[config.mk]
export PLATFORM = sky130hd
export DESIGN_NAME = uart_ctrl
export DESIGN_NICKNAME = d
export VERILOG_FILES = /design/src/design/uart_reg_pkg.sv /design/src/design/bus_pkg.sv /design/src/design/uart_ctrl.sv /design/src/design/uart_tx.sv /design/src/design/uart_rx.sv /design/src/design/sync_fifo.sv
export SDC_FILE = /design/constraint.sdc
export NUM_CORES = 1
export LEC_CHECK = 0
export ABC_CLOCK_PERIOD_IN_PS = 12700
export BUFFER_PORTS_ARGS = -buffer_cell sky130_fd_sc_hd__buf_2
export CORE_MARGIN = 3
export CORE_UTILIZATION = 55
export CTS_CLUSTER_SIZE = 30
export DETAILED_ROUTE_END_ITERATION = 12
export PLACE_DENSITY = 0.72
export SLEW_MARGIN = 20
export SYNTH_ARGS = -nofsm -noshare
export SYNTH_HDL_FRONTEND = slang
export SYNTH_SLANG_ARGS = --single-unit
[constraint.sdc]
create_clock -name clk_i -period 12.7 [get_ports clk_i]
set_input_delay 2.54 -clock clk_i [delete_from_list [all_inputs] [get_ports clk_i]]
set_output_delay 2.54 -clock clk_i [all_outputs]
set_load 0.05 [all_outputs]
[src/design/uart_reg_pkg.sv]
`default_nettype none

package uart_reg_pkg;

    localparam logic [31:0] UART_BASE = 32'h2000_0000;
    localparam logic [31:0] UART_MASK = 32'h0000_000F;

    localparam logic [31:0] REG_CTRL   = 32'h0;
    localparam logic [31:0] REG_STATUS = 32'h4;
    localparam logic [31:0] REG_RDATA  = 32'h8;
    localparam logic [31:0] REG_WDATA  = 32'hC;

    localparam int FIFO_DEPTH = 32;
    localparam int BYTE_W     = 8;

    // Bit positions inside the STATUS word.
    localparam int ST_TX_FULL  = 0;
    localparam int ST_TX_EMPTY = 1;
    localparam int ST_RX_FULL  = 2;
    localparam int ST_RX_EMPTY = 3;

    // CTRL is written and read back as one word but used by its fields.
    typedef union packed {
        logic [31:0] raw;
        struct packed {
            logic [15:0] baud_div;
            logic [13:0] reserved;
            logic        rx_en;
            logic        tx_en;
        } fields;
    } uart_ctrl_u;

endpackage

`default_nettype wire

[src/design/bus_pkg.sv]
`default_nettype none

package bus_pkg;

    localparam int ADDR_W = 32;
    localparam int DATA_W = 32;
    localparam int OP_W   = 3;

    // Request opcodes on the A channel.
    localparam logic [OP_W-1:0] OP_GET      = 3'd4;
    localparam logic [OP_W-1:0] OP_PUT_FULL = 3'd0;
    localparam logic [OP_W-1:0] OP_PUT_PART = 3'd1;

    // Response opcodes on the D channel.
    localparam logic [OP_W-1:0] OP_ACK      = 3'd0;
    localparam logic [OP_W-1:0] OP_ACK_DATA = 3'd1;
    localparam logic [OP_W-1:0] OP_ERR      = 3'd7; // Not part of the base protocol.

endpackage

`default_nettype wire
[src/design/uart_ctrl.sv]
`default_nettype none

module uart_ctrl
    import bus_pkg::*;
    import uart_reg_pkg::*;
(
    input  logic              clk_i,
    input  logic              rstn_i,
    input  logic              req_valid_i,
    input  logic [ADDR_W-1:0] req_addr_i,
    input  logic [DATA_W-1:0] req_data_i,
    input  logic [OP_W-1:0]   req_op_i,
    output logic              req_ready_o,
    output logic              rsp_valid_o,
    output logic [DATA_W-1:0] rsp_data_o,
    output logic [OP_W-1:0]   rsp_op_o,
    input  logic              rsp_ready_i,
    input  logic              rx_i,
    output logic              tx_o
);

    localparam logic [1:0] S_IDLE       = 2'd0;
    localparam logic [1:0] S_WAIT_DATA  = 2'd1;
    localparam logic [1:0] S_WAIT_SPACE = 2'd2;

    logic [1:0]        state_q, state_d;
    uart_ctrl_u        ctrl_q, ctrl_d;
    logic              rsp_valid_q, rsp_valid_d;
    logic [DATA_W-1:0] rsp_data_q, rsp_data_d;
    logic [OP_W-1:0]   rsp_op_q, rsp_op_d;
    logic [BYTE_W-1:0] hold_q, hold_d;

    logic              hit, is_read, is_write, req_fire;
    logic [ADDR_W-1:0] offset;
    logic [DATA_W-1:0] status;
    logic              tx_push, tx_pop, tx_full, tx_empty;
    logic [BYTE_W-1:0] tx_wdata, tx_rdata;
    logic              rx_push, rx_pop, rx_full, rx_empty;
    logic [BYTE_W-1:0] rx_rdata, rx_byte;
    logic              rx_valid;

    assign hit      = (req_addr_i & ~UART_MASK) == UART_BASE;
    assign offset   = req_addr_i & UART_MASK;
    assign is_read  = (req_op_i == OP_GET);
    assign is_write = (req_op_i == OP_PUT_FULL) || (req_op_i == OP_PUT_PART);

    // No new request while busy or while a response is stuck.
    assign req_ready_o = (state_q == S_IDLE) && !(rsp_valid_q && !rsp_ready_i);
    assign req_fire    = req_valid_i && req_ready_o;

    always_comb begin
        status              = '0;
        status[ST_TX_FULL]  = tx_full;
        status[ST_TX_EMPTY] = tx_empty;
        status[ST_RX_FULL]  = rx_full;
        status[ST_RX_EMPTY] = rx_empty;
    end

    always_comb begin
        state_d     = state_q;
        ctrl_d      = ctrl_q;
        rsp_valid_d = rsp_valid_q && !rsp_ready_i;
        rsp_data_d  = rsp_data_q;
        rsp_op_d    = rsp_op_q;
        hold_d      = hold_q;
        tx_push     = 1'b0;
        tx_wdata    = req_data_i[BYTE_W-1:0]; // Only the low byte is sent.
        rx_pop      = 1'b0;
        case (state_q)
            S_IDLE: if (req_fire) begin
                rsp_valid_d = 1'b1;
                rsp_op_d    = OP_ACK;
                rsp_data_d  = '0;
                if (!hit || !(is_read || is_write)) begin
                    rsp_op_d = OP_ERR;
                end else begin
                    case (offset)
                        REG_CTRL: begin
                            if (is_read) begin
                                rsp_op_d   = OP_ACK_DATA;
                                rsp_data_d = ctrl_q.raw;
                            end else begin
                                ctrl_d.raw = req_data_i;
                            end
                        end
                        REG_STATUS: if (is_read) begin
                            rsp_op_d   = OP_ACK_DATA;
                            rsp_data_d = status;
                        end
                        REG_RDATA: if (is_read) begin
                            if (rx_empty) begin
                                rsp_valid_d = 1'b0;
                                state_d     = S_WAIT_DATA;
                            end else begin
                                rx_pop     = 1'b1;
                                rsp_op_d   = OP_ACK_DATA;
                                rsp_data_d = DATA_W'(rx_rdata);
                            end
                        end
                        REG_WDATA: if (is_write) begin
                            if (tx_full) begin
                                hold_d  = req_data_i[BYTE_W-1:0];
                                state_d = S_WAIT_SPACE;
                            end else begin
                                tx_push = 1'b1;
                            end
                        end
                        default: rsp_op_d = OP_ERR;
                    endcase
                end
            end
            S_WAIT_DATA: if (!rx_empty) begin
                rx_pop      = 1'b1;
                rsp_valid_d = 1'b1;
                rsp_op_d    = OP_ACK_DATA;
                rsp_data_d  = DATA_W'(rx_rdata);
                state_d     = S_IDLE;
            end
            default: if (!tx_full) begin
                tx_push  = 1'b1;
                tx_wdata = hold_q;
                state_d  = S_IDLE;
            end
        endcase
    end

    always_ff @(posedge clk_i) begin
        if (!rstn_i) begin
            state_q     <= S_IDLE;
            ctrl_q      <= '0;
            rsp_valid_q <= 1'b0;
        end else begin
            state_q     <= state_d;
            ctrl_q      <= ctrl_d;
            rsp_valid_q <= rsp_valid_d;
        end
    end

    always_ff @(posedge clk_i) begin
        rsp_data_q <= rsp_data_d;
        rsp_op_q   <= rsp_op_d;
        hold_q     <= hold_d;
    end

    // Received bytes are dropped when disabled or when the FIFO is full.
    assign rx_push = rx_valid && ctrl_q.fields.rx_en && !rx_full;

    sync_fifo #(.WIDTH(BYTE_W), .DEPTH(FIFO_DEPTH)) rx_buffer (
        .clk_i   (clk_i),
        .rstn_i  (rstn_i),
        .push_i  (rx_push),
        .wdata_i (rx_byte),
        .pop_i   (rx_pop),
        .rdata_o (rx_rdata),
        .full_o  (rx_full),
        .empty_o (rx_empty)
    );

    sync_fifo #(.WIDTH(BYTE_W), .DEPTH(FIFO_DEPTH)) tx_buffer (
        .clk_i   (clk_i),
        .rstn_i  (rstn_i),
        .push_i  (tx_push),
        .wdata_i (tx_wdata),
        .pop_i   (tx_pop),
        .rdata_o (tx_rdata),
        .full_o  (tx_full),
        .empty_o (tx_empty)
    );

    uart_rx uart_rx_inst (
        .clk_i        (clk_i),
        .rstn_i       (rstn_i),
        .rx_i         (rx_i),
        .baud_div_i   (ctrl_q.fields.baud_div),
        .byte_o       (rx_byte),
        .byte_valid_o (rx_valid)
    );

    uart_tx uart_tx_inst (
        .clk_i      (clk_i),
        .rstn_i     (rstn_i),
        .tx_en_i    (ctrl_q.fields.tx_en),
        .avail_i    (!tx_empty),
        .byte_i     (tx_rdata),
        .baud_div_i (ctrl_q.fields.baud_div),
        .pop_o      (tx_pop),
        .tx_o       (tx_o)
    );

    assign rsp_valid_o = rsp_valid_q;
    assign rsp_data_o  = rsp_data_q;
    assign rsp_op_o    = rsp_op_q;

    // A stalled response must not change until the master takes it.
    a_rsp_stable: assert property (@(posedge clk_i) disable iff (!rstn_i)
        rsp_valid_o && !rsp_ready_i |=> rsp_valid_o && $stable(rsp_data_o) && $stable(rsp_op_o));

endmodule

`default_nettype wire

[src/design/uart_tx.sv]
`default_nettype none

module uart_tx
    import uart_reg_pkg::*;
(
    input  logic              clk_i,
    input  logic              rstn_i,
    input  logic              tx_en_i,
    input  logic              avail_i,
    input  logic [BYTE_W-1:0] byte_i,
    input  logic [15:0]       baud_div_i,
    output logic              pop_o,
    output logic              tx_o
);

    localparam logic S_IDLE = 1'b0;
    localparam logic S_SEND = 1'b1;

    logic              state_q;
    logic [15:0]       cnt_q;
    logic [3:0]        bit_q;
    logic [BYTE_W+1:0] frame_q;
    logic              bit_done;
    logic              frame_done;

    assign bit_done   = (cnt_q == baud_div_i - 16'd1);
    assign frame_done = bit_done && (bit_q == 4'd9);

    // Load in idle, or back to back at the end of the stop bit.
    assign pop_o = tx_en_i && avail_i && ((state_q == S_IDLE) || frame_done);

    always_ff @(posedge clk_i) begin
        if (!rstn_i) begin
            state_q <= S_IDLE;
            cnt_q   <= '0;
            bit_q   <= '0;
        end else if (pop_o) begin
            state_q <= S_SEND;
            cnt_q   <= '0;
            bit_q   <= '0;
        end else if (state_q == S_SEND) begin
            if (frame_done) begin
                state_q <= S_IDLE;
            end else if (bit_done) begin
                cnt_q <= '0;
                bit_q <= bit_q + 4'd1;
            end else begin
                cnt_q <= cnt_q + 16'd1;
            end
        end
    end

    always_ff @(posedge clk_i) begin
        if (pop_o) begin
            frame_q <= {1'b1, byte_i, 1'b0}; // Stop, data LSB first, start.
        end else if (bit_done) begin
            frame_q <= {1'b1, frame_q[BYTE_W+1:1]};
        end
    end

    assign tx_o = (state_q == S_SEND) ? frame_q[0] : 1'b1;

    // Every loaded byte opens its frame with a low start bit on the next cycle.
    a_start_low: assert property (@(posedge clk_i) disable iff (!rstn_i)
        pop_o |=> (state_q == S_SEND) && !tx_o);

endmodule

`default_nettype wire

[src/design/uart_rx.sv]
`default_nettype none

module uart_rx
    import uart_reg_pkg::*;
(
    input  logic              clk_i,
    input  logic              rstn_i,
    input  logic              rx_i,
    input  logic [15:0]       baud_div_i,
    output logic [BYTE_W-1:0] byte_o,
    output logic              byte_valid_o
);

    localparam logic [1:0] S_IDLE  = 2'd0;
    localparam logic [1:0] S_START = 2'd1;
    localparam logic [1:0] S_DATA  = 2'd2;
    localparam logic [1:0] S_STOP  = 2'd3;

    logic [1:0]        sync_q;
    logic              rx_s;
    logic [1:0]        state_q;
    logic [15:0]       cnt_q;
    logic [2:0]        bit_q;
    logic [BYTE_W-1:0] shift_q;
    logic              valid_q;
    logic              half_done;
    logic              bit_done;

    assign rx_s      = sync_q[1];
    assign half_done = (cnt_q == (baud_div_i >> 1) - 16'd1);
    assign bit_done  = (cnt_q == baud_div_i - 16'd1); // One full period from the last sample.

    always_ff @(posedge clk_i) begin
        if (!rstn_i) begin
            sync_q  <= 2'b11; // Line idles high.
            state_q <= S_IDLE;
            cnt_q   <= '0;
            bit_q   <= '0;
            valid_q <= 1'b0;
        end else begin
            sync_q  <= {sync_q[0], rx_i};
            valid_q <= 1'b0;
            cnt_q   <= cnt_q + 16'd1;
            case (state_q)
                S_IDLE: begin
                    cnt_q <= '0;
                    if (!rx_s) begin
                        state_q <= S_START;
                    end
                end
                S_START: if (half_done) begin
                    // A glitch shorter than half a bit sends us back to idle.
                    cnt_q   <= '0;
                    bit_q   <= '0;
                    state_q <= rx_s ? S_IDLE : S_DATA;
                end
                S_DATA: if (bit_done) begin
                    cnt_q   <= '0;
                    shift_q <= {rx_s, shift_q[BYTE_W-1:1]};
                    bit_q   <= bit_q + 3'd1;
                    if (bit_q == 3'd7) begin
                        state_q <= S_STOP;
                    end
                end
                default: if (bit_done) begin
                    valid_q <= rx_s; // A low stop bit drops the frame.
                    state_q <= S_IDLE;
                end
            endcase
        end
    end

    assign byte_o       = shift_q;
    assign byte_valid_o = valid_q;

endmodule

`default_nettype wire

[src/design/sync_fifo.sv]
`default_nettype none

module sync_fifo
    import uart_reg_pkg::*;
#(
    parameter int WIDTH = BYTE_W,
    parameter int DEPTH = FIFO_DEPTH
) (
    input  logic             clk_i,
    input  logic             rstn_i,
    input  logic             push_i,
    input  logic [WIDTH-1:0] wdata_i,
    input  logic             pop_i,
    output logic [WIDTH-1:0] rdata_o,
    output logic             full_o,
    output logic             empty_o
);

    localparam int PTR_W = (DEPTH > 1) ? $clog2(DEPTH) : 1;
    localparam int CNT_W = $clog2(DEPTH + 1);

    logic [WIDTH-1:0] mem [DEPTH];
    logic [PTR_W-1:0] wr_ptr;
    logic [PTR_W-1:0] rd_ptr;
    logic [CNT_W-1:0] count;

    always_ff @(posedge clk_i) begin
        if (push_i) begin
            mem[wr_ptr] <= wdata_i;
        end
    end

    always_ff @(posedge clk_i) begin
        if (!rstn_i) begin
            wr_ptr <= '0;
            rd_ptr <= '0;
            count  <= '0;
        end else begin
            if (push_i) begin
                wr_ptr <= (wr_ptr == PTR_W'(DEPTH - 1)) ? '0 : wr_ptr + 1'b1;
            end
            if (pop_i) begin
                rd_ptr <= (rd_ptr == PTR_W'(DEPTH - 1)) ? '0 : rd_ptr + 1'b1;
            end
            if (push_i && !pop_i) begin
                count <= count + 1'b1;
            end else if (pop_i && !push_i) begin
                count <= count - 1'b1;
            end
        end
    end

    assign rdata_o = mem[rd_ptr]; // Head of the queue is always visible.
    assign full_o  = (count == CNT_W'(DEPTH));
    assign empty_o = (count == '0);

    a_no_overflow: assert property (@(posedge clk_i) disable iff (!rstn_i) !(push_i && full_o));
    a_no_underflow: assert property (@(posedge clk_i) disable iff (!rstn_i) !(pop_i && empty_o));

endmodule

`default_nettype wire

==> results.py, run 1 <==
metrics = {
    "status": {
        "outcome": "finished, final reports clean",
    },
    "global_routing": {
        "antenna_found_initial": 1,
        "grt_max_degree": 88,
        "grtUsageTotal_pct": 22.8,
        "overflow": 0,
        "grt_first_pass_wirelength_um": 98100,
        "grt_pass1_vias": 16500,
    },
    "placed_design": {
        "gp_congestion": 0.868,
        "hpwl_um": 39800,
        "io_buffers": 109,
        "dpl_worst_slack_ns": 6.33,
    },
    "yosys": {
        "seq_area_frac_synth_pct": 66.5,
        "synthCells": 1870,
        "synthArstFlopShare_pct": 0,
        "syn_area_um2": 29500,
        "syn_area_per_cell_um2": 15.8,
        "yosysTopAreaCell": "edfxtp_1",
        "synth_top_area_share_pct": 58.1,
        "synth_cell_types": 76,
        "synth-edff-count": 570,
        "synth_ff_type": "edfxtp_1",
        "synth_seq_cells": 693,
        "synth_fp_nets": 1980,
        "yosysWarnings": 0,
        "synth.area.top_cells": "edfxtp_1, mux4_2, dfxtp_1",
    },
    "detailed_routing": {
        "wl_um": 63300,
        "drc": 0,
        "firstDrtPassIters": 5,
        "first_iter_violations": 1435,
        "viasPerCell": 6.11,
        "via_count": 16500,
        "antenna_left": 0,
        "wl_per_cell_um": 23.4,
    },
    "die": {
        "core-area_um2": 52800,
        "dieArea_um2": 56400,
        "rows": 84,
        "die_x_um": 237,
        "die_h_um": 237,
        "start_util_pct": 55.8,
        "pin_count": 110,
    },
    "timing": {
        "report.final.slew_viol_count": 0,
        "slew_headroom_pct": 26.4,
        "fmax_mhz": 173,
        "fin_crit_sh_pct": 45.4,
        "tightest_slew_ns": 1.10,
        "grt_setup_unrepaired": "false",
        "fin_crit_ns": 5.77,
        "hold_viol_final": 0,
        "setup_slack_ns": 6.93,
        "tns_ns": 0,
        "finalSetupViolations": 0,
        "clock_skew_ns": 0.0241,
    },
    "layout": {
        "fillCellCount": 3679,
        "layout.nets": 2077,
        "syn_to_final_growth_pct": 12.3,
        "drive_gt1_share_pct": 21.8,
        "antenna_cells": 0,
        "fin_util_pct": 62.7,
    },
    "clock_network": {
        "clkSlewWorstSetupHoldPaths_ns": 0.06,
        "cts.sinks": 693,
        "htreeDepth": 3,
        "postCtsSetupBuffers": 0,
        "ctsHoldBuffers": 0,
        "cts_resized": 0,
        "cts_buffers": 70,
        "clock_path_buffers": 3,
        "cts_root_buf": "clkbuf_16",
        "worstSkewPairLatency_ns": 0.60,
        "cts_tree": "built",
    },
    "setup_path": {
        "reg2reg_from": "ctrl_q[16]",
        "crit_end": "tx_buffer.count[5]",
        "worstSetupStartpoint": "req_addr_i[11]",
        "arrival_ns": 6.29,
        "r2r_cells": 19,
        "r2r_end": "tx_buffer.count[5]",
        "critPathLaunchType": "input pin",
        "ff2ff_setup_slack_ns": 7.68,
        "cp-end-kind": "flop",
        "timing.setup.critical_path_class": "input pin to flop",
        "cp.required_ns": 13.23,
        "crit_fanout": 9,
    },
    "power_and_ir_drop": {
        "ir_drop_mv": 0.0855,
        "powerDensity_nw_per_um2": 141,
        "p_leak_nw": 10.7,
        "power_frac_seq_pct": 52.7,
        "switchingPower_mw": 0.908,
        "internal_power_mw": 3.74,
        "power_switching_share_pct": 19.5,
        "clkPwrFrac_pct": 45.3,
        "p_comb_share_pct": 2.1,
    },
    "run": {
        "cap_violations": 0,
    },
    "hold_path": {
        "min-delay-start": "uart_rx_inst.sync_q[0]",
        "hold_path_class": "flop to flop",
    },
}
==> cell usage in the layout, fill, tap and decap left out, types with 5 or more instances in the layout <==
master	count
edfxtp_1	570
mux4_2	160
nand2_1	152
nor2_1	143
dfxtp_1	119
buf_2	109
clkbuf_16	74
xnor2_1	62
xor2_1	40
nand3_1	39
and2_1	39
ha_1	36
o21ai_0	31
a21oi_1	31
inv_1	24
mux2i_1	23
a21boi_1	22
a21boi_0	22
clkbuf_1	19
and3_1	18
o21ai_1	18
nor2b_1	17
buf_4	16
nand3b_1	15
nor4_1	13
nand4_1	13
mux2_2	12
nor3_1	11
nand2b_1	11
bufinv_16	10
a31oi_1	9
clkinv_1	9
or4_1	8
or3_1	8
nor3b_1	7
clkinv_2	7
nor4_4	6
o2111ai_1	5
==> area by class of cell <==
class                           instances  area [µm²]  area share, %
Clock inverter                         32         430           1.30
Clock buffer                           93        1920           5.81
Multi-Input combinational cell       1046        9380           28.4
Sequential cell                       693       19600           59.2
Timing Repair Buffer                  131         806           2.44
Tap cell                              688         861           2.60
Inverter                               25        93.8          0.284
==> synth_stat cells (36+ instances only) <==
library cell    n
and2_1         39
nand2_1       152
clkbuf_1       62
xnor2_1        62
edfxtp_1      570
ha_1           36
nand3_1        39
mux4_2        160
nor2_1        143
xor2_1         40
dfxtp_1       123
==> per-layer routing <==
layer  track usage, %  vias to the layer above  part of all wire [%]
li1                 -                     7374                     -
met1             32.1                     8419                    42
met3             4.59                       88                   7.0
met2             36.5                      656                    48
met4             6.97                        2                   2.2
met5                0                        -                 0.021
==> registers in the layout, indices dropped and copies added (netlist names), 5 cells and up, named ones only <==
| register | flops |
|---|---|
| tx_buffer.rd_ptr | 5 |
| uart_rx_inst.byte_o | 8 |
| uart_rx_inst.cnt_q | 16 |
| rx_buffer.rd_ptr | 5 |
| hold_q | 8 |
| tx_buffer.count | 6 |
| rx_buffer.mem | 256 |
| rx_buffer.count | 6 |
| rsp_data_o | 32 |
| uart_tx_inst.cnt_q | 16 |
| tx_buffer.mem | 256 |
| tx_buffer.wr_ptr | 5 |
| uart_tx_inst.frame_q | 9 |
| ctrl_q | 32 |
| rx_buffer.wr_ptr | 5 |
==> power by group through the flow <==
stage	registers, mW	clock network [mW]	logic (mW)
floorplan	2.52	0	0.0392
global placement	2.50	0	0.0927
detailed placement	2.50	0	0.0957
CTS	2.45	2.14	0.0963
global route	2.45	2.24	0.103
finish	2.45	2.11	0.0959
==> metrics by stage <==
| step | hold WS [ns] | power, mW | instances | instance area (µm²) |
|---|---|---|---|---|
| after floorplan | 0.386 | 2.56 | 1870 | 29500 |
| after global placement | 0.397 | 2.59 | 2577 | 30600 |
| after detailed placement | 0.396 | 2.59 | 2578 | 30600 |
| after CTS | 0.411 | 4.69 | 2703 | 33000 |
| after global routing | 0.427 | 4.80 | 2708 | 33100 |
| final | 0.405 | 4.65 | 2708 | 33100 |
==> cell families (layout without fill, tap and decap cells) <==
kind of cell / count (synthesis) / after routing / synth area share [%]
AO/OA/AOI/OAI: 180 / 180 / 4.10
XOR/XNOR: 104 / 104 / 3.19
adder cells (fa/ha/maj): 38 / 38 / 1.66
buffers and inverters: 131 / 281 / 1.85
flip-flops: 693 / 693 / 66.5
multiplexers: 195 / 195 / 13.5
AND/OR/NAND/NOR: 529 / 529 / 9.27
==> critical path, cell delays in order <==
cell,delay (ns)
buf_2,0.12
nor4_1,0.28
nand2_1,0.15
nor4_1,0.63
a31o_2,0.31
nand2_1,0.19
inv_1,0.23
ha_1,0.22
inv_1,0.12
ha_1,0.29
a21o_1,0.18
a21oi_1,0.22
o21bai_1,0.09
a21oi_1,0.18
xnor2_1,0.09
or3_1,0.30
a21boi_0,0.16
==> worst min-delay path by stage <==
stage | end | slack (ns) | depth (start not counted)
final | uart_rx_inst.sync_q[1] | 0.40 | 1
after global routing | uart_rx_inst.sync_q[1] | 0.43 | 1
after CTS | uart_rx_inst.sync_q[1] | 0.41 | 1
after detailed placement | uart_rx_inst.sync_q[1] | 0.40 | 1
after global placement | uart_rx_inst.sync_q[1] | 0.40 | 1
after floorplan | uart_rx_inst.sync_q[1] | 0.39 | 1
(Power assumes the default switching activity.)
==> run 2, diff against run 1 <==
--- a/config.mk
+++ b/config.mk
@@ -5,7 +5,7 @@
 export SDC_FILE = /design/constraint.sdc
 export NUM_CORES = 1
 export LEC_CHECK = 0
-export ABC_CLOCK_PERIOD_IN_PS = 12700
+export ABC_CLOCK_PERIOD_IN_PS = 5650
 export BUFFER_PORTS_ARGS = -buffer_cell sky130_fd_sc_hd__buf_2
 export CORE_MARGIN = 3
 export CORE_UTILIZATION = 55
==> constraint.sdc (replaced) <==
create_clock -name clk_i -period 5.65 [get_ports clk_i]
set_input_delay 1.13 -clock clk_i [delete_from_list [all_inputs] [get_ports clk_i]]
set_output_delay 1.13 -clock clk_i [all_outputs]
set_load 0.05 [all_outputs]
==> results.py, run 2 (synthesis gave the netlist of run 1 again) <==
metrics = {
    "timing": {
        "fmax_mhz": 215,
        "tightest_slew_ns": 1.05,
        "clock_skew_ns": 0.0245,
        "hold_viol_final": 0,
        "report.final.slew_viol_count": 0,
        "slew_headroom_pct": 29.9,
        "tns_ns": 0,
        "finalSetupViolations": 0,
        "fin_crit_sh_pct": 82.5,
        "grt_setup_unrepaired": "false",
        "fin_crit_ns": 4.66,
    },
    "die": {
        "start_util_pct": 55.8,
        "rows": 84,
        "die_x_um": 237,
        "core-area_um2": 52800,
        "dieArea_um2": 56400,
        "die_h_um": 237,
        "pin_count": 110,
    },
    "layout": {
        "layout.area.seq_um2": 19600,
        "layout_commonest_cell": "edfxtp_1",
        "final_cell_mix": "edfxtp_1, mux4_2, nand2_1",
        "drive_gt1_share_pct": 21.7,
        "top_regs": "rx_buffer.mem: 256 flops, tx_buffer.mem: 256 flops",
        "fin_util_pct": 62.4,
        "fin_area_um2": 32900,
        "layout.nets": 2080,
        "multi_input_area_um2": 9380,
        "syn_to_final_growth_pct": 11.7,
        "fillCellCount": 3745,
        "antenna_cells": 0,
    },
    "hold_path": {
        "hold_path_class": "flop to flop",
        "holdPathEnd": "uart_rx_inst.sync_q[1]",
        "min-delay-start": "uart_rx_inst.sync_q[0]",
        "holdPathStages": 1,
    },
    "detailed_routing": {
        "first_iter_violations": 1579,
        "firstDrtPassIters": 8,
        "antenna_left": 0,
        "viasPerCell": 6.03,
        "wl_per_cell_um": 23.2,
        "drc": 0,
        "via_count": 16400,
        "wl_um": 62900,
    },
    "setup_path": {
        "path_buf_inv": 2,
        "path_cells": "inv_1 > ha_1 > nor3b_2 > nand3_1 > xnor2_1 > nand4bb_1 > nor4_4 > o21ai_2 > ha_1 > inv_1 > ha_1 > a21o_1 > a21oi_1 > o21bai_1 > a21oi_1 > xnor2_1 > or3_1 > a21boi_0",
        "max_stage_delay_ns": 0.68,
        "cp.required_ns": 6.17,
        "r2r_cells": 18,
        "cpLargestDelayFamily": "simple AND/OR/NAND/NOR gates",
        "arrival_ns": 5.18,
        "ff2ff_setup_slack_ns": 0.99,
        "r2r_end": "tx_buffer.count[5]",
        "critPathLaunchType": "flop",
        "slowest_stage": "nor3b_2",
        "timing.setup.critical_path_class": "flop to flop",
        "cp-end-kind": "flop",
        "crit_fanout": 11,
        "reg2reg_from": "ctrl_q[16]",
        "critical-path-top-cell-by-count": "ha_1",
    },
    "clock_network": {
        "clock_path_buffers": 3,
        "ctsHoldBuffers": 0,
        "worstSkewPairLatency_ns": 0.60,
        "postCtsSetupBuffers": 0,
        "htreeDepth": 3,
        "cts_root_buf": "clkbuf_16",
        "cts_resized": 0,
        "cts_tree": "built",
        "clkSlewWorstSetupHoldPaths_ns": 0.06,
        "cts_buffers": 70,
        "cts.sinks": 693,
    },
    "run": {
        "cap_violations": 0,
    },
    "placed_design": {
        "gp_congestion": 0.838,
        "io_buffers": 109,
        "hpwl_um": 40400,
        "placed_cell_area_um2": 30600,
    },
    "power_and_ir_drop": {
        "p_comb_share_pct": 2.1,
        "internal_power_mw": 8.17,
        "clkPwrFrac_pct": 43.9,
        "p_leak_nw": 10.6,
        "powerDensity_nw_per_um2": 310,
        "ir_drop_mv": 0.211,
        "power_switching_share_pct": 19.9,
        "power_frac_seq_pct": 54.0,
        "switchingPower_mw": 2.03,
    },
    "global_routing": {
        "overflow": 0,
        "antenna_found_initial": 3,
        "grt_max_degree": 87,
        "grt_first_pass_wirelength_um": 97500,
        "grtUsageTotal_pct": 22.6,
        "grt_pass1_vias": 16400,
    },
    "status": {
        "outcome": "finished, final reports clean",
    },
}
[run 2: changes by cell type in the layout (fill, tap and decap cells not counted), sizes merged]
cell / previous run / this run
clkinv: 17 / 19
buf: 131 / 134
bufinv: 10 / 6
clkinvlp: 3 / 2
inv: 27 / 28
clkbuf: 93 / 94
[run 2: how the worst max path moves through the flow]
| stage | depth (start not counted) | endpoint | slack [ns] | start |
|---|---|---|---|---|
| 4_1_cts | 18 | tx_buffer.count[5] | 0.98 | ctrl_q[16] |
| 6_report | 18 | tx_buffer.count[5] | 0.99 | ctrl_q[16] |
| 5_1_grt | 18 | tx_buffer.count[5] | 0.57 | ctrl_q[16] |
| 3_3_place_gp | 17 | tx_buffer.count[5] | 0.89 | req_op_i[1] |
| 3_5_place_dp | 17 | tx_buffer.count[5] | 0.78 | req_op_i[1] |
| 2_1_floorplan | 3 | rsp_data_o[0] | 1.25 | rsp_ready_i |
[run 2: area by class of cell]
cell class,instances,share of cell area (%)
inverter,25,0.285
timing repair buffer,134,2.39
multi-input combinational,1046,28.5
tap,688,2.62
clock inverter,30,0.966
clock buffer,94,5.70
sequential,693,59.5
[run 2: stage by stage]
step / std cells / worst slack (ns) / hold WS, ns / total power, mW
global route: 2710 / 0.573 / 0.433 / 10.5
finish: 2710 / 0.990 / 0.409 / 10.2
global placement: 2579 / 0.893 / 0.406 / 5.82
CTS: 2703 / 0.978 / 0.418 / 10.3
detailed placement: 2579 / 0.777 / 0.408 / 5.83
floorplan: 1870 / 1.25 / 0.386 / 5.74
[run 2: worst reg2reg max path: cells and delay by family, from the launching register on]
family          cells  cell delay [ns]
compound gates      6             0.92
xor+xnor            2             0.36
fa+ha+maj           3             0.71
buf+inv             2             0.27
flops               1             0.43
simple gates        5             1.89
[run 2: power by group through the flow]
stage | registers [mW] | logic (mW) | clock network (mW)
2_1_floorplan | 5.66 | 0.0881 | 0
4_1_cts | 5.51 | 0.212 | 4.56
5_1_grt | 5.51 | 0.228 | 4.78
3_5_place_dp | 5.62 | 0.211 | 0
3_3_place_gp | 5.62 | 0.204 | 0
6_report | 5.51 | 0.211 | 4.48
[run 2: per-layer routing]
layer / vias up / routed length, µm / track usage (%)
met3: 106 / 4730 / 4.44
met5: - / 29 / 0
met1: 8222 / 26800 / 32.9
met4: 4 / 1330 / 6.80
li1: 7377 / - / -
met2: 644 / 30000 / 35.4
==> run 3, diff against run 2 <==
--- a/config.mk
+++ b/config.mk
@@ -5,7 +5,7 @@
 export SDC_FILE = /design/constraint.sdc
 export NUM_CORES = 1
 export LEC_CHECK = 0
-export ABC_CLOCK_PERIOD_IN_PS = 5650
+export ABC_CLOCK_PERIOD_IN_PS = 4400
 export BUFFER_PORTS_ARGS = -buffer_cell sky130_fd_sc_hd__buf_2
 export CORE_MARGIN = 3
 export CORE_UTILIZATION = 55
==> constraint.sdc (replaced) <==
create_clock -name clk_i -period 4.4 [get_ports clk_i]
set_input_delay 0.88 -clock clk_i [delete_from_list [all_inputs] [get_ports clk_i]]
set_output_delay 0.88 -clock clk_i [all_outputs]
set_load 0.05 [all_outputs]
==> results.py, run 3 (synthesis gave the netlist of run 1 again) <==
metrics = {
    "placed_design": {
        "io_buffers": 109,
        "dpl_worst_slack_ns": 0.121,
        "gp_congestion": 0.867,
        "placed_cells_incl_taps": 2637,
        "hpwl_um": 41100,
        "placed_cell_area_um2": 31100,
    },
    "detailed_routing": {
        "viasPerCell": 6.04,
        "wl_met2_um": 30400,
        "drc": 0,
        "first_iter_violations": 1609,
        "dr.max_layer_used": "met4",
        "wl_um": 63700,
        "firstDrtPassIters": 5,
        "routed-wl-met3_um": 4340,
        "antenna_left": 0,
        "wl_per_cell_um": 22.9,
        "via_count": 16800,
        "wl_met1_um": 27600,
    },
    "die": {
        "start_util_pct": 55.8,
        "pin_count": 110,
        "die_h_um": 237,
        "dieArea_um2": 56400,
        "rows": 84,
        "core-area_um2": 52800,
        "die_x_um": 237,
    },
    "clock_network": {
        "cts_buffers": 71,
        "cts_tree": "built",
        "ctsHoldBuffers": 0,
        "worstSkewPairLatency_ns": 0.61,
        "clkSlewWorstSetupHoldPaths_ns": 0.06,
        "htreeDepth": 3,
        "cts_root_buf": "clkbuf_16",
        "clock_path_buffers": 3,
        "cts.sinks": 693,
    },
    "timing": {
        "fmax_mhz": 247,
        "report.final.slew_viol_count": 0,
        "finalSetupViolations": 0,
        "hold_viol_final": 0,
        "whs_ns": 0.453,
        "tns_ns": 0,
        "tightest_slew_ns": 1.04,
        "setup_slack_ns": 0.359,
        "fin_crit_sh_pct": 91.8,
        "slew_headroom_pct": 30.5,
        "fin_crit_ns": 4.04,
        "clock_skew_ns": 0.0213,
    },
    "power_and_ir_drop": {
        "powerDensity_nw_per_um2": 397,
        "power_mw": 13.3,
        "ir_drop_mv": 0.252,
        "p_leak_nw": 11.0,
    },
    "layout": {
        "syn_to_final_growth_pct": 13.9,
        "fin_util_pct": 63.6,
        "antenna_cells": 0,
        "layout.nets": 2143,
        "drive_gt1_share_pct": 24.7,
        "layout_commonest_cell": "edfxtp_1",
        "instances_no_fill": 2777,
        "layout.area.seq_um2": 19600,
        "top_regs": "rx_buffer.mem: 256 flops, tx_buffer.mem: 256 flops",
        "fillCellCount": 3654,
        "fin_area_um2": 33600,
        "multi_input_area_um2": 9400,
        "final_cell_mix": "edfxtp_1, mux4_2, nand2_1",
    },
    "status": {
        "outcome": "finished, final reports clean",
    },
    "setup_path": {
        "cp-end-kind": "flop",
        "cp.required_ns": 4.91,
        "critPathLaunchType": "flop",
        "timing.setup.critical_path_class": "flop to flop",
        "arrival_ns": 4.56,
        "crit_fanout": 6,
    },
    "global_routing": {
        "grt_max_degree": 87,
        "antenna_found_initial": 0,
        "grtUsageTotal_pct": 22.8,
        "grt_first_pass_wirelength_um": 98300,
        "overflow": 0,
        "grt_pass1_vias": 16600,
    },
    "run": {
        "cap_violations": 0,
    },
    "hold_path": {
        "hold_path_class": "flop to flop",
    },
}
run 3: changes by cell type in the layout (fill, tap and decap cells not counted), sizes merged:
cell / delta
inv: +1
bufinv: -1
clkinvlp: -2
clkinv: +5
buf: +62
clkbuf: +2
run 3: critical path, cell delays in order, from the launching register on:
cell,delay [ns]
dfxtp_1,0.36
inv_1,0.11
ha_2,0.24
nor4b_4,0.35
nand4_1,0.24
xnor2_2,0.24
nand4bb_1,0.19
nor4_4,0.34
o21ai_2,0.09
ha_1,0.24
inv_2,0.11
ha_1,0.24
a21o_1,0.19
a21oi_2,0.18
o21bai_1,0.09
a21oi_1,0.17
xnor2_1,0.09
or3_1,0.30
a21boi_0,0.18
run 3: final timing paths:
check                  start                  to  slack (ns)  cells after the start
hold reg to reg    ctrl_q[5]           ctrl_q[5]        0.45                      2
setup / recovery  ctrl_q[17]  tx_buffer.count[5]        0.36                     18
setup reg to reg  ctrl_q[17]  tx_buffer.count[5]        0.36                     18
hold / removal     ctrl_q[5]           ctrl_q[5]        0.45                      2
run 3: final cells by class:
class                           instances  area share [%]
Inverter                               25           0.280
Timing Repair Buffer                  196            3.83
Clock buffer                           96            5.97
Clock inverter                         33           0.977
Multi-Input combinational cell       1046            28.0
Tap cell                              688            2.56
Sequential cell                       693            58.4
run 3: per-layer routing:
layer	vias to the layer above	GRT usage, %
li1	7492	-
met1	8545	33.3
met2	640	36.3
met3	102	3.61
met4	0	6.67
met5	-	0
run 3: what timing repair did:
action | 4_1_cts | 5_1_grt
endpoints found under the hold margin | 0 | 0
resized for setup | 0 | 7
setup buffers | 0 | 4
setup endpoints to repair | 0 | 1
run 3: report_power, final:
group / total [mW] / switching, mW / internal [mW]
logic: 0.272 / 0.195 / 0.0770
registers: 7.07 / 0.0132 / 7.06
clock network: 5.99 / 2.48 / 3.51
